--- src/logic/rgmii_rx_pkg.sv ---
package rgmii_rx_pkg;

    ////////////////////////////////////////////////////
    // Basic widths
    ////////////////////////////////////////////////////

    typedef logic [7:0]  rx_byte_t;
    typedef logic [31:0] crc_t;
    typedef logic [15:0] count_t;

    // Speed code 0/1/2 for 10/100/1000 Mb/s
    typedef logic [1:0]  speed_t;

    ////////////////////////////////////////////////////
    // Structs
    ////////////////////////////////////////////////////

    // One demultiplexed RGMII receive cycle
    typedef struct packed {
        rx_byte_t data;
        logic     dv;
        logic     er;
    } lane_t;

    // In-band status seen between frames
    typedef struct packed {
        logic   link_up;
        speed_t speed;
        logic   full_duplex;
    } link_status_t;

    // Output stream byte
    typedef struct packed {
        rx_byte_t data;
        logic     first;
        logic     last;
        logic     error;
    } rx_beat_t;

    typedef enum logic [1:0] {
        SYNC_HUNT,
        SYNC_PREAMBLE,
        SYNC_SFD,
        SYNC_PACK
    } sync_state_t;

    parameter rx_byte_t PREAMBLE_BYTE   = 8'h55;
    parameter rx_byte_t SFD_BYTE        = 8'hD5;
    parameter int       PREAMBLE_LENGTH = 7;
    // Register value after a clean frame plus FCS, before inversion
    parameter crc_t     CRC_RESIDUE     = 32'hDEBB20E3;

endpackage
--- src/logic/rgmii_rx_top.sv ---
module rgmii_rx_top #(
    parameter int FIFO_DEPTH = 16
) (
    input  logic                       clock,
    input  logic                       reset_n,
    input  rgmii_rx_pkg::lane_t        rx_lane,
    output rgmii_rx_pkg::link_status_t link_status,
    output rgmii_rx_pkg::rx_beat_t     m_beat,
    output logic                       m_valid,
    input  logic                       m_ready,
    output rgmii_rx_pkg::count_t       dropped_count
);

    import rgmii_rx_pkg::*;

    lane_t    lane_q;
    logic     crc_clear;
    logic     crc_enable;
    rx_byte_t crc_byte;
    logic     crc_match;
    rx_beat_t beat;
    logic     beat_write;

    ////////////////////////////////////////////////////
    // Receive pipeline
    ////////////////////////////////////////////////////

    rgmii_input_stage input_stage (
        .clock       (clock),
        .reset_n     (reset_n),
        .rx_lane     (rx_lane),
        .lane_q      (lane_q),
        .link_status (link_status)
    );

    rgmii_frame_sync frame_sync (
        .clock      (clock),
        .reset_n    (reset_n),
        .lane_q     (lane_q),
        .crc_match  (crc_match),
        .crc_clear  (crc_clear),
        .crc_enable (crc_enable),
        .crc_byte   (crc_byte),
        .beat       (beat),
        .beat_write (beat_write)
    );

    crc32_accumulator crc_check (
        .clock      (clock),
        .reset_n    (reset_n),
        .crc_clear  (crc_clear),
        .crc_enable (crc_enable),
        .crc_byte   (crc_byte),
        .crc_match  (crc_match)
    );

    // Output buffer absorbs stream back-pressure
    rx_byte_fifo #(
        .FIFO_DEPTH (FIFO_DEPTH)
    ) byte_fifo (
        .clock         (clock),
        .reset_n       (reset_n),
        .beat          (beat),
        .beat_write    (beat_write),
        .m_beat        (m_beat),
        .m_valid       (m_valid),
        .m_ready       (m_ready),
        .dropped_count (dropped_count)
    );

endmodule

--- src/logic/rx_byte_fifo.sv ---
module rx_byte_fifo #(
    parameter int FIFO_DEPTH = 16
) (
    input  logic                   clock,
    input  logic                   reset_n,
    input  rgmii_rx_pkg::rx_beat_t beat,
    input  logic                   beat_write,
    output rgmii_rx_pkg::rx_beat_t m_beat,
    output logic                   m_valid,
    input  logic                   m_ready,
    output rgmii_rx_pkg::count_t   dropped_count
);

    import rgmii_rx_pkg::*;

    localparam int PTR_WIDTH  = (FIFO_DEPTH > 1) ? $clog2(FIFO_DEPTH) : 1;
    localparam int FILL_WIDTH = $clog2(FIFO_DEPTH + 1);

    typedef logic [PTR_WIDTH-1:0]  ptr_t;
    typedef logic [FILL_WIDTH-1:0] fill_t;

    rx_beat_t memory [FIFO_DEPTH];
    ptr_t     write_ptr;
    ptr_t     read_ptr;
    fill_t    fill;
    logic     full;
    logic     push;
    logic     pop;

    // Wraps for depths that are not a power of two
    function automatic ptr_t ptr_advance(input ptr_t ptr);
        return (ptr == PTR_WIDTH'(FIFO_DEPTH - 1)) ? '0 : ptr + 1'b1;
    endfunction

    assign full    = (fill == FILL_WIDTH'(FIFO_DEPTH));
    assign m_valid = (fill != '0);
    assign m_beat  = memory[read_ptr];
    assign push    = beat_write && !full;
    assign pop     = m_valid && m_ready;

    ////////////////////////////////////////////////////
    // Storage and pointers
    ////////////////////////////////////////////////////

    always_ff @(posedge clock) begin
        if (push) begin
            memory[write_ptr] <= beat;
        end
    end

    always_ff @(posedge clock) begin
        if (!reset_n) begin
            write_ptr     <= '0;
            read_ptr      <= '0;
            fill          <= '0;
            dropped_count <= '0;
        end
        else begin
            if (push) begin
                write_ptr <= ptr_advance(write_ptr);
            end
            if (pop) begin
                read_ptr <= ptr_advance(read_ptr);
            end
            if (push && !pop) begin
                fill <= fill + 1'b1;
            end
            else if (pop && !push) begin
                fill <= fill - 1'b1;
            end
            // Line cannot stall, so a full FIFO loses the byte
            if (beat_write && full && (dropped_count != '1)) begin
                dropped_count <= dropped_count + 1'b1;
            end
        end
    end

endmodule

--- src/logic/crc32_accumulator.sv ---
module crc32_accumulator (
    input  logic                   clock,
    input  logic                   reset_n,
    input  logic                   crc_clear,
    input  logic                   crc_enable,
    input  rgmii_rx_pkg::rx_byte_t crc_byte,
    output logic                   crc_match
);

    import rgmii_rx_pkg::*;

    // IEEE 802.3 polynomial in reflected form
    localparam crc_t CRC_POLY = 32'hEDB88320;
    localparam crc_t CRC_INIT = 32'hFFFFFFFF;

    crc_t crc_reg;
    crc_t crc_next;

    ////////////////////////////////////////////////////
    // Byte update
    ////////////////////////////////////////////////////

    // LSB first, one shift per bit, eight steps per byte
    function automatic crc_t crc_update(input crc_t crc, input rx_byte_t data);
        crc_t value;
        value = crc ^ {24'h000000, data};
        for (int bit_index = 0; bit_index < 8; bit_index++) begin
            if (value[0]) begin
                value = (value >> 1) ^ CRC_POLY;
            end
            else begin
                value = value >> 1;
            end
        end
        return value;
    endfunction

    assign crc_next = crc_update(crc_reg, crc_byte);

    always_ff @(posedge clock) begin
        if (!reset_n) begin
            crc_reg <= CRC_INIT;
        end
        else if (crc_clear) begin
            crc_reg <= CRC_INIT;
        end
        else if (crc_enable) begin
            crc_reg <= crc_next;
        end
    end

    // Residue holds once the FCS itself has gone through
    assign crc_match = (crc_reg == CRC_RESIDUE);

endmodule

--- src/logic/rgmii_frame_sync.sv ---
module rgmii_frame_sync (
    input  logic                   clock,
    input  logic                   reset_n,
    input  rgmii_rx_pkg::lane_t    lane_q,
    input  logic                   crc_match,
    output logic                   crc_clear,
    output logic                   crc_enable,
    output rgmii_rx_pkg::rx_byte_t crc_byte,
    output rgmii_rx_pkg::rx_beat_t beat,
    output logic                   beat_write
);

    import rgmii_rx_pkg::*;

    localparam int COUNT_WIDTH = $clog2(PREAMBLE_LENGTH + 1);

    sync_state_t            state;
    sync_state_t            next_state;
    logic [COUNT_WIDTH-1:0] preamble_count;
    logic [COUNT_WIDTH-1:0] next_preamble_count;
    rx_byte_t               hold_data;
    logic                   hold_valid;
    logic                   first_pending;
    logic                   sticky_er;
    logic                   closing;
    logic                   is_preamble;
    logic                   is_sfd;
    logic                   sfd_seen;
    logic                   pack_byte;
    logic                   pack_end;

    assign is_preamble = lane_q.dv && (lane_q.data == PREAMBLE_BYTE);
    assign is_sfd      = lane_q.dv && (lane_q.data == SFD_BYTE);
    assign sfd_seen    = (state == SYNC_SFD) && is_sfd;
    assign pack_byte   = (state == SYNC_PACK) && lane_q.dv;
    assign pack_end    = (state == SYNC_PACK) && !lane_q.dv;

    ////////////////////////////////////////////////////
    // Framing state machine
    ////////////////////////////////////////////////////

    always_comb begin
        next_state          = state;
        next_preamble_count = preamble_count;

        case (state)
            SYNC_HUNT: begin
                if (is_preamble) begin
                    next_preamble_count = COUNT_WIDTH'(1);
                    next_state          = SYNC_PREAMBLE;
                end
            end
            SYNC_PREAMBLE: begin
                if (is_preamble) begin
                    next_preamble_count = preamble_count + 1'b1;
                    if (preamble_count == COUNT_WIDTH'(PREAMBLE_LENGTH - 1)) begin
                        next_state = SYNC_SFD;
                    end
                end
                else begin
                    next_state = SYNC_HUNT;
                end
            end
            SYNC_SFD: begin
                next_state = is_sfd ? SYNC_PACK : SYNC_HUNT;
            end
            SYNC_PACK: begin
                if (!lane_q.dv) begin
                    next_state = SYNC_HUNT;
                end
            end
            default: begin
                next_state = SYNC_HUNT;
            end
        endcase
    end

    // closing marks the cycle where the CRC verdict for the held byte is ready
    always_ff @(posedge clock) begin
        if (!reset_n) begin
            state          <= SYNC_HUNT;
            preamble_count <= '0;
            crc_clear      <= 1'b0;
            crc_enable     <= 1'b0;
            beat_write     <= 1'b0;
            hold_valid     <= 1'b0;
            first_pending  <= 1'b0;
            sticky_er      <= 1'b0;
            closing        <= 1'b0;
        end
        else begin
            state          <= next_state;
            preamble_count <= next_preamble_count;
            crc_clear      <= sfd_seen;
            crc_enable     <= pack_byte;
            beat_write     <= 1'b0;
            closing        <= 1'b0;

            if (sfd_seen) begin
                hold_valid    <= 1'b0;
                first_pending <= 1'b1;
                sticky_er     <= 1'b0;
            end

            if (pack_byte) begin
                hold_valid <= 1'b1;
                if (lane_q.er) begin
                    sticky_er <= 1'b1;
                end
                if (hold_valid) begin
                    beat_write    <= 1'b1;
                    first_pending <= 1'b0;
                end
            end

            // Empty frames after the SFD produce nothing
            if (pack_end) begin
                closing    <= hold_valid;
                hold_valid <= 1'b0;
            end

            if (closing) begin
                beat_write    <= 1'b1;
                first_pending <= 1'b0;
            end
        end
    end

    ////////////////////////////////////////////////////
    // Byte holding and beat assembly
    ////////////////////////////////////////////////////

    always_ff @(posedge clock) begin
        crc_byte <= lane_q.data;

        if (pack_byte) begin
            hold_data  <= lane_q.data;
            beat.data  <= hold_data;
            beat.first <= first_pending;
            beat.last  <= 1'b0;
            beat.error <= 1'b0;
        end

        if (closing) begin
            beat.data  <= hold_data;
            beat.first <= first_pending;
            beat.last  <= 1'b1;
            beat.error <= sticky_er || !crc_match;
        end
    end

endmodule

--- src/logic/rgmii_input_stage.sv ---
module rgmii_input_stage (
    input  logic                       clock,
    input  logic                       reset_n,
    input  rgmii_rx_pkg::lane_t        rx_lane,
    output rgmii_rx_pkg::lane_t        lane_q,
    output rgmii_rx_pkg::link_status_t link_status
);

    logic inter_frame;

    // No data and no error means the PHY sends its status byte
    assign inter_frame = !rx_lane.dv && !rx_lane.er;

    ////////////////////////////////////////////////////
    // Byte lane register
    ////////////////////////////////////////////////////

    always_ff @(posedge clock) begin
        if (!reset_n) begin
            lane_q <= '0;
        end
        else begin
            lane_q <= rx_lane;
        end
    end

    ////////////////////////////////////////////////////
    // In-band status decode
    ////////////////////////////////////////////////////

    // Bit 0 link, bits 2:1 speed, bit 3 duplex
    always_ff @(posedge clock) begin
        if (!reset_n) begin
            link_status <= '0;
        end
        else if (inter_frame) begin
            link_status.link_up     <= rx_lane.data[0];
            link_status.speed       <= rx_lane.data[2:1];
            link_status.full_duplex <= rx_lane.data[3];
        end
    end

endmodule

--- config.mk ---
export PLATFORM = sky130hd
export DESIGN_NAME = rgmii_rx_top
export DESIGN_NICKNAME = d
export VERILOG_FILES = /design/src/logic/rgmii_rx_pkg.sv /design/src/logic/rgmii_rx_top.sv /design/src/logic/rx_byte_fifo.sv /design/src/logic/crc32_accumulator.sv /design/src/logic/rgmii_frame_sync.sv /design/src/logic/rgmii_input_stage.sv
export SDC_FILE = /design/constraint.sdc
export NUM_CORES = 1
export LEC_CHECK = 0
export BUFFER_PORTS_ARGS = -buffer_cell sky130_fd_sc_hd__buf_2
export CORE_MARGIN = 1
export CORE_UTILIZATION = 38
export CTS_CLUSTER_SIZE = 24
export DETAILED_ROUTE_END_ITERATION = 16
export PLACE_DENSITY = 0.52
export SYNTH_ARGS = -nofsm -noshare
export SYNTH_HDL_FRONTEND = slang
export SYNTH_SLANG_ARGS = --single-unit
--- constraint.sdc ---
create_clock -name clock -period 3.4 [get_ports clock]
set_input_delay 0.51 -clock clock [delete_from_list [all_inputs] [get_ports clock]]
set_output_delay 0.51 -clock clock [all_outputs]
set_load 0.02 [all_outputs]
# [After elaboration in Yosys (flattened, before gate mapping)]
# Memory sizes are Yosys's and may differ from the RTL's. A register that Yosys moved wholly into a read port is not among the register bits.
# Cells that the tools add are included.
[word_totals] regBits=114 latchBits=0 ram_bits=176 romBits=0 in_bits=13 output_inout_bits=32 elab_cells=128 mem_count=1
[op_classes] add_sub_neg=6 multipliers=0 n_div=0 n_lt_le_gt_ge=0 eq_ne=15 n_shift=0 mux=38 n_bitwise=10 n_reduce_logical=32
[memory_table] name="byte_fifo.memory" words=16 word_bits=11 rd=1 rd_ports_with_merged_regs=1 write_ports=1 line="rx_byte_fifo.sv:22" text="rx_beat_t memory [FIFO_DEPTH];"
[op_table] operator="32-bit 2-to-1 mux" count=8
[op_table] operator="13-bit NOT with 14-bit output" count=8
[op_table] operator="32-bit == test, second input constant" count=1
[op_table] operator="32-bit by 8-bit XOR with 32-bit output" count=1
[op_table] operator="11-bit 2-to-1 mux" count=2
[op_table] operator="16-bit by 1-bit adder with 16-bit output, second input constant" count=1
[op_table] operator="4-bit 2-to-1 mux" count=4
[op_table] operator="16-bit inequality test, second input constant" count=1
[op_table] operator="1-bit 2-to-1 mux" count=13
[op_table] operator="1-bit logical AND" count=12
[op_table] operator="2-bit 2-to-1 mux" count=5
[op_table] operator="5-bit 2-to-1 mux" count=2
[op_table] operator="4-bit by 1-bit adder with 4-bit output, second input constant" count=2
[op_table] operator="4-bit == test, second input constant" count=2
[op_table] operator="8-bit by 7-bit == test with 1-bit output, second input constant" count=1
[op_table] operator="8-bit == test, second input constant" count=1
[op_table] operator="2-bit one-hot mux with 4 select lines" count=1
[op_table] operator="2-bit nonzero test" count=4
[op_table] operator="1-bit zero test" count=7
[op_table] operator="3-bit 2-to-1 mux" count=2
[op_table] operator="3-bit one-hot mux with 2 select lines" count=1
[op_table] operator="3-bit AND reduction" count=2
[op_table] operator="2-bit OR reduction" count=3
[op_table] operator="5-bit by 1-bit adder with 5-bit output, second input constant" count=1
[op_table] operator="14 further kinds" count=16

# [Longest topological paths before layout]
[logic_depth] word_depth=17 mapped_depth=10 mapped_depth_nobuf=10

# [Hierarchy]
# From an unflattened synthesis, not the netlist that was laid out.
[hier_totals] hier_cells=789 area_unflattened_um2=12254.3
[by_module_without_submodules] module="rx_byte_fifo" instances=1 cells_each=454 area_per_inst_um2=8308.0 seq_area_each_um2=5945.7
[by_module_without_submodules] module="crc32_accumulator" instances=1 cells_each=193 area_per_inst_um2=2165.8 seq_area_each_um2=640.6
[by_module_without_submodules] module="rgmii_frame_sync" instances=1 cells_each=104 area_per_inst_um2=1360.1 seq_area_each_um2=960.9
[by_module_without_submodules] module="rgmii_input_stage" instances=1 cells_each=38 area_per_inst_um2=420.4 seq_area_each_um2=280.3

# [Worst setup path before layout]
# No wires, ideal clock.
[synth_timing] path_type="register to register" start="reg byte_fifo.fill[0]" end="reg byte_fifo.fill[4]" setup_time_ps=71 arrival_ps=2696 required_time_ps=3329 path_slack_ps=633 path_stages_with_launch=11 n_path_buf=0 period_less_slack_ps=2767 cell_sequence="dfxtp_1 or4_1 o21ai_1 ha_1 inv_1 fa_1 a21o_1 a21oi_1 xnor2_1 or3_1 a21oi_1"
[synth_between] elab_chain_len=6 elab_cells_between_ends=14 cone_classes="add/sub (2); eq/ne (1); mux (2); reduce/logical (9)"
[synth_lines] element="start, declared" line="rx_byte_fifo.sv:25" text="fill_t fill;"
[synth_lines] element="start signal, assigned" line="rx_byte_fifo.sv:66" text="fill <= fill + 1'b1;"
[synth_lines] element="start signal, assigned" line="rx_byte_fifo.sv:69" text="fill <= fill - 1'b1;"
[synth_lines] element="branches (longest 6 deep; another with 5-bit by 1-bit subtractor with 5-bit output)"
# Several ways; the timed one is not identified. The select of a mux whose other input is x is not followed.
# A chain may end at the register's enable or synchronous reset.

==> run metrics <==
Largest register FFs 176; final hold violation count 0; Syn Nets 828; Root Buffer clkbuf_16; first-pass GRT wire length 38.9 mm; Hold-fix buffers, CTS 0; Clk pin slew, worst setup/hold paths 0.06 ns; nature of the critical path startpoint flip-flop; Port Buffer Count 44; status complete, no violations; Hold Startpoint rx_lane[7]; hpwl dp 15.8 mm; main flop type after synthesis edfxtp_1; Die ar. 32200 um2; Vias 6599; Setup violations, final 0; Worst Hold Class input pin to flip-flop; worst r2r path cells 10; pre-CTS setup slack 0.606 ns; Syn Area/Cell 14.9 um2; Reg-to-Reg Start byte_fifo.fill[0]; layout cells sized above 1 22.8%; drt initial violations 393; Via density 5.10; pwr/cell area 612 nW/um2; leakage power 4.18 nW; initial antenna violation count 0; EDFF count, synth 194; DP Area 12800 um2; VDD IR max 0.383 mV; total gr overflow 0; post-layout minimum cycle time 3.12 ns; # IOs 45; sequential cell area 7830 um2; RSZ-0062 raised after global routing no; period utilization 91.8%; Multi-input gate area 3950 um2; Max H-tree Level 1; kind of critical path flip-flop to output port; RR Endpoint byte_fifo.fill[4]; required time worst endpoint 2.89 ns; area delta synth->final 16.7%; clk_skew 0.0112 ns; GRT Util Overall 16.0%; fmax 0.320 GHz; wire per inst 19.1 um; vias in the first global route 6691; Final Max Tran Viols 0; setup ws final 0.279 ns; Slew HR 29.7%; DIE HEIGHT 179 um; Synth Register Bits 294; setup bufs post-CTS 0; Max Cap Viol 0; Final nets 900; Initial Utilization 38.9%; filler instances 2785; critical path arrival 2.61 ns; Netlist Area Pre-Place 12000 um2; Yosys Warn Count 0; gpl congestion 0.753; worst skew pair latency 0.56 ns; Setup TNS 0 ns; row cnt 64; Synth Instances 802; CP Capture Type output port; Netlist cell types 58; DIE WIDTH 179 um; TritonCTS Buffers 31; crit-path max FO 13; DP Cell Count 1237; core area 30700 um2; Seq/Total Area, Yosys 65.5%; reg2reg setup slack 0.62 ns; pin count of the biggest net entering global routing 34; final instance area 13900 um2; Worst Hold Path Cells 2; commonest cells after routing, fill and taps aside 194 x edfxtp_1, 98 x dfxtp_1, 82 x nor2_1; clock buffer depth 3; drt total wl 24.7 mm; Antenna Cells 0; CTS tree done; FFs w/ async S/R, synth 0%; drt first pass iters 6; hold path endpoint input_stage.lane_q[7]; commonest non-fill, non-tap cell in the layout edfxtp_1; measured slew at the worst slew-check pin 1.05 ns; Routed Antenna Nets 0; CTS resizes 0; final cell count without fillers 1295; drt drc 0; CTS sink cnt 294
-- where the power goes --
group	internal [mW]	leakage (nW)	switching, mW
logic	0.448	1.49	0.408
registers	3.81	2.13	0.107
clock network	2.35	0.556	1.41
-- logic make-up (layout without fill, tap and decap cells) --
family	count (synthesis)	in the layout	share of synthesized area, %
AOI/OAI and AO/OA	99	99	5.11
xor gates and xnor gates	82	82	7.17
adders and majority gates	13	13	1.42
buffers and inverters	48	145	1.62
DFF	294	294	65.5
muxes	60	60	10.8
and+or+nand+nor	206	206	8.40
-- how the worst max path moves through the flow --
| stage | depth (start not counted) | endpoint | slack (ns) | startpoint |
|---|---|---|---|---|
| global placement | 10 | byte_fifo.fill[4] | 0.66 | byte_fifo.fill[0] |
| finish | 4 | m_beat[5] | 0.28 | flip-flop |
| floorplan | 10 | byte_fifo.fill[4] | 0.63 | byte_fifo.fill[0] |
| global route | 4 | m_beat[5] | 0.16 | flip-flop |
| detailed placement | 10 | byte_fifo.fill[4] | 0.61 | byte_fifo.fill[0] |
| CTS | 4 | m_beat[5] | 0.21 | flip-flop |
-- worst max-delay path, cell delays in order (launching register included) --
cell	delay [ns]
dfxtp_4	0.51
buf_4	0.32
mux4_2	0.53
mux4_2	0.50
buf_2	0.18
-- through the flow --
| step | power (mW) | hold slack [ns] | util [%] |
|---|---|---|---|
| global placement | 4.87 | 0.368 | 41.6 |
| CTS | 8.65 | 0.136 | 45.3 |
| finish | 8.54 | 0.159 | 45.3 |
| floorplan | 4.65 | 0.339 | - |
| global route | 8.86 | 0.146 | 45.3 |
| detailed placement | 4.87 | 0.368 | 41.6 |
-- cell usage after synthesis (4+ instances only) --
library cell / instances / share of area, %
ha_1: 12 / 1.3
nor4_1: 6 / 0.31
edfxtp_1: 194 / 49
a31oi_1: 4 / 0.21
nor3_1: 15 / 0.63
and2_1: 13 / 0.68
a2111oi_0: 4 / 0.29
nand4b_1: 5 / 0.37
a21oi_1: 34 / 1.4
xnor2_1: 53 / 3.9
buf_2: 5 / 0.21
inv_1: 15 / 0.47
nand4_1: 6 / 0.31
a21o_1: 4 / 0.25
nor2_1: 82 / 2.6
xor2_1: 16 / 1.2
clkbuf_1: 24 / 0.75
nand3_1: 10 / 0.42
nand2_1: 35 / 1.1
nor2b_1: 10 / 0.52
mux2i_1: 4 / 0.33
or3_1: 4 / 0.21
and3_1: 4 / 0.21
mux4_2: 55 / 10
o21ai_0: 31 / 1.3
o31ai_1: 4 / 0.25
dfxtp_1: 100 / 17
xnor2_2: 6 / 0.82
-- metal layers --
metal  track usage, %  up-vias  share of wire, %
li1                 -     3154                 -
met2             25.8      106                46
met3             2.07       44               2.6
met1             22.8     3295                49
met4             4.24        0               2.3
met5                0        -                 0
-- layout make-up --
cell class | count | area share [%]
multi-input combinational | 460 | 28.3
clock inverter | 26 | 2.67
inverter | 15 | 0.404
tap | 396 | 3.55
clock buffer | 32 | 5.59
timing repair buffer | 72 | 3.27
sequential | 294 | 56.2
No activity file was read; power rests on OpenSTA's default activity.
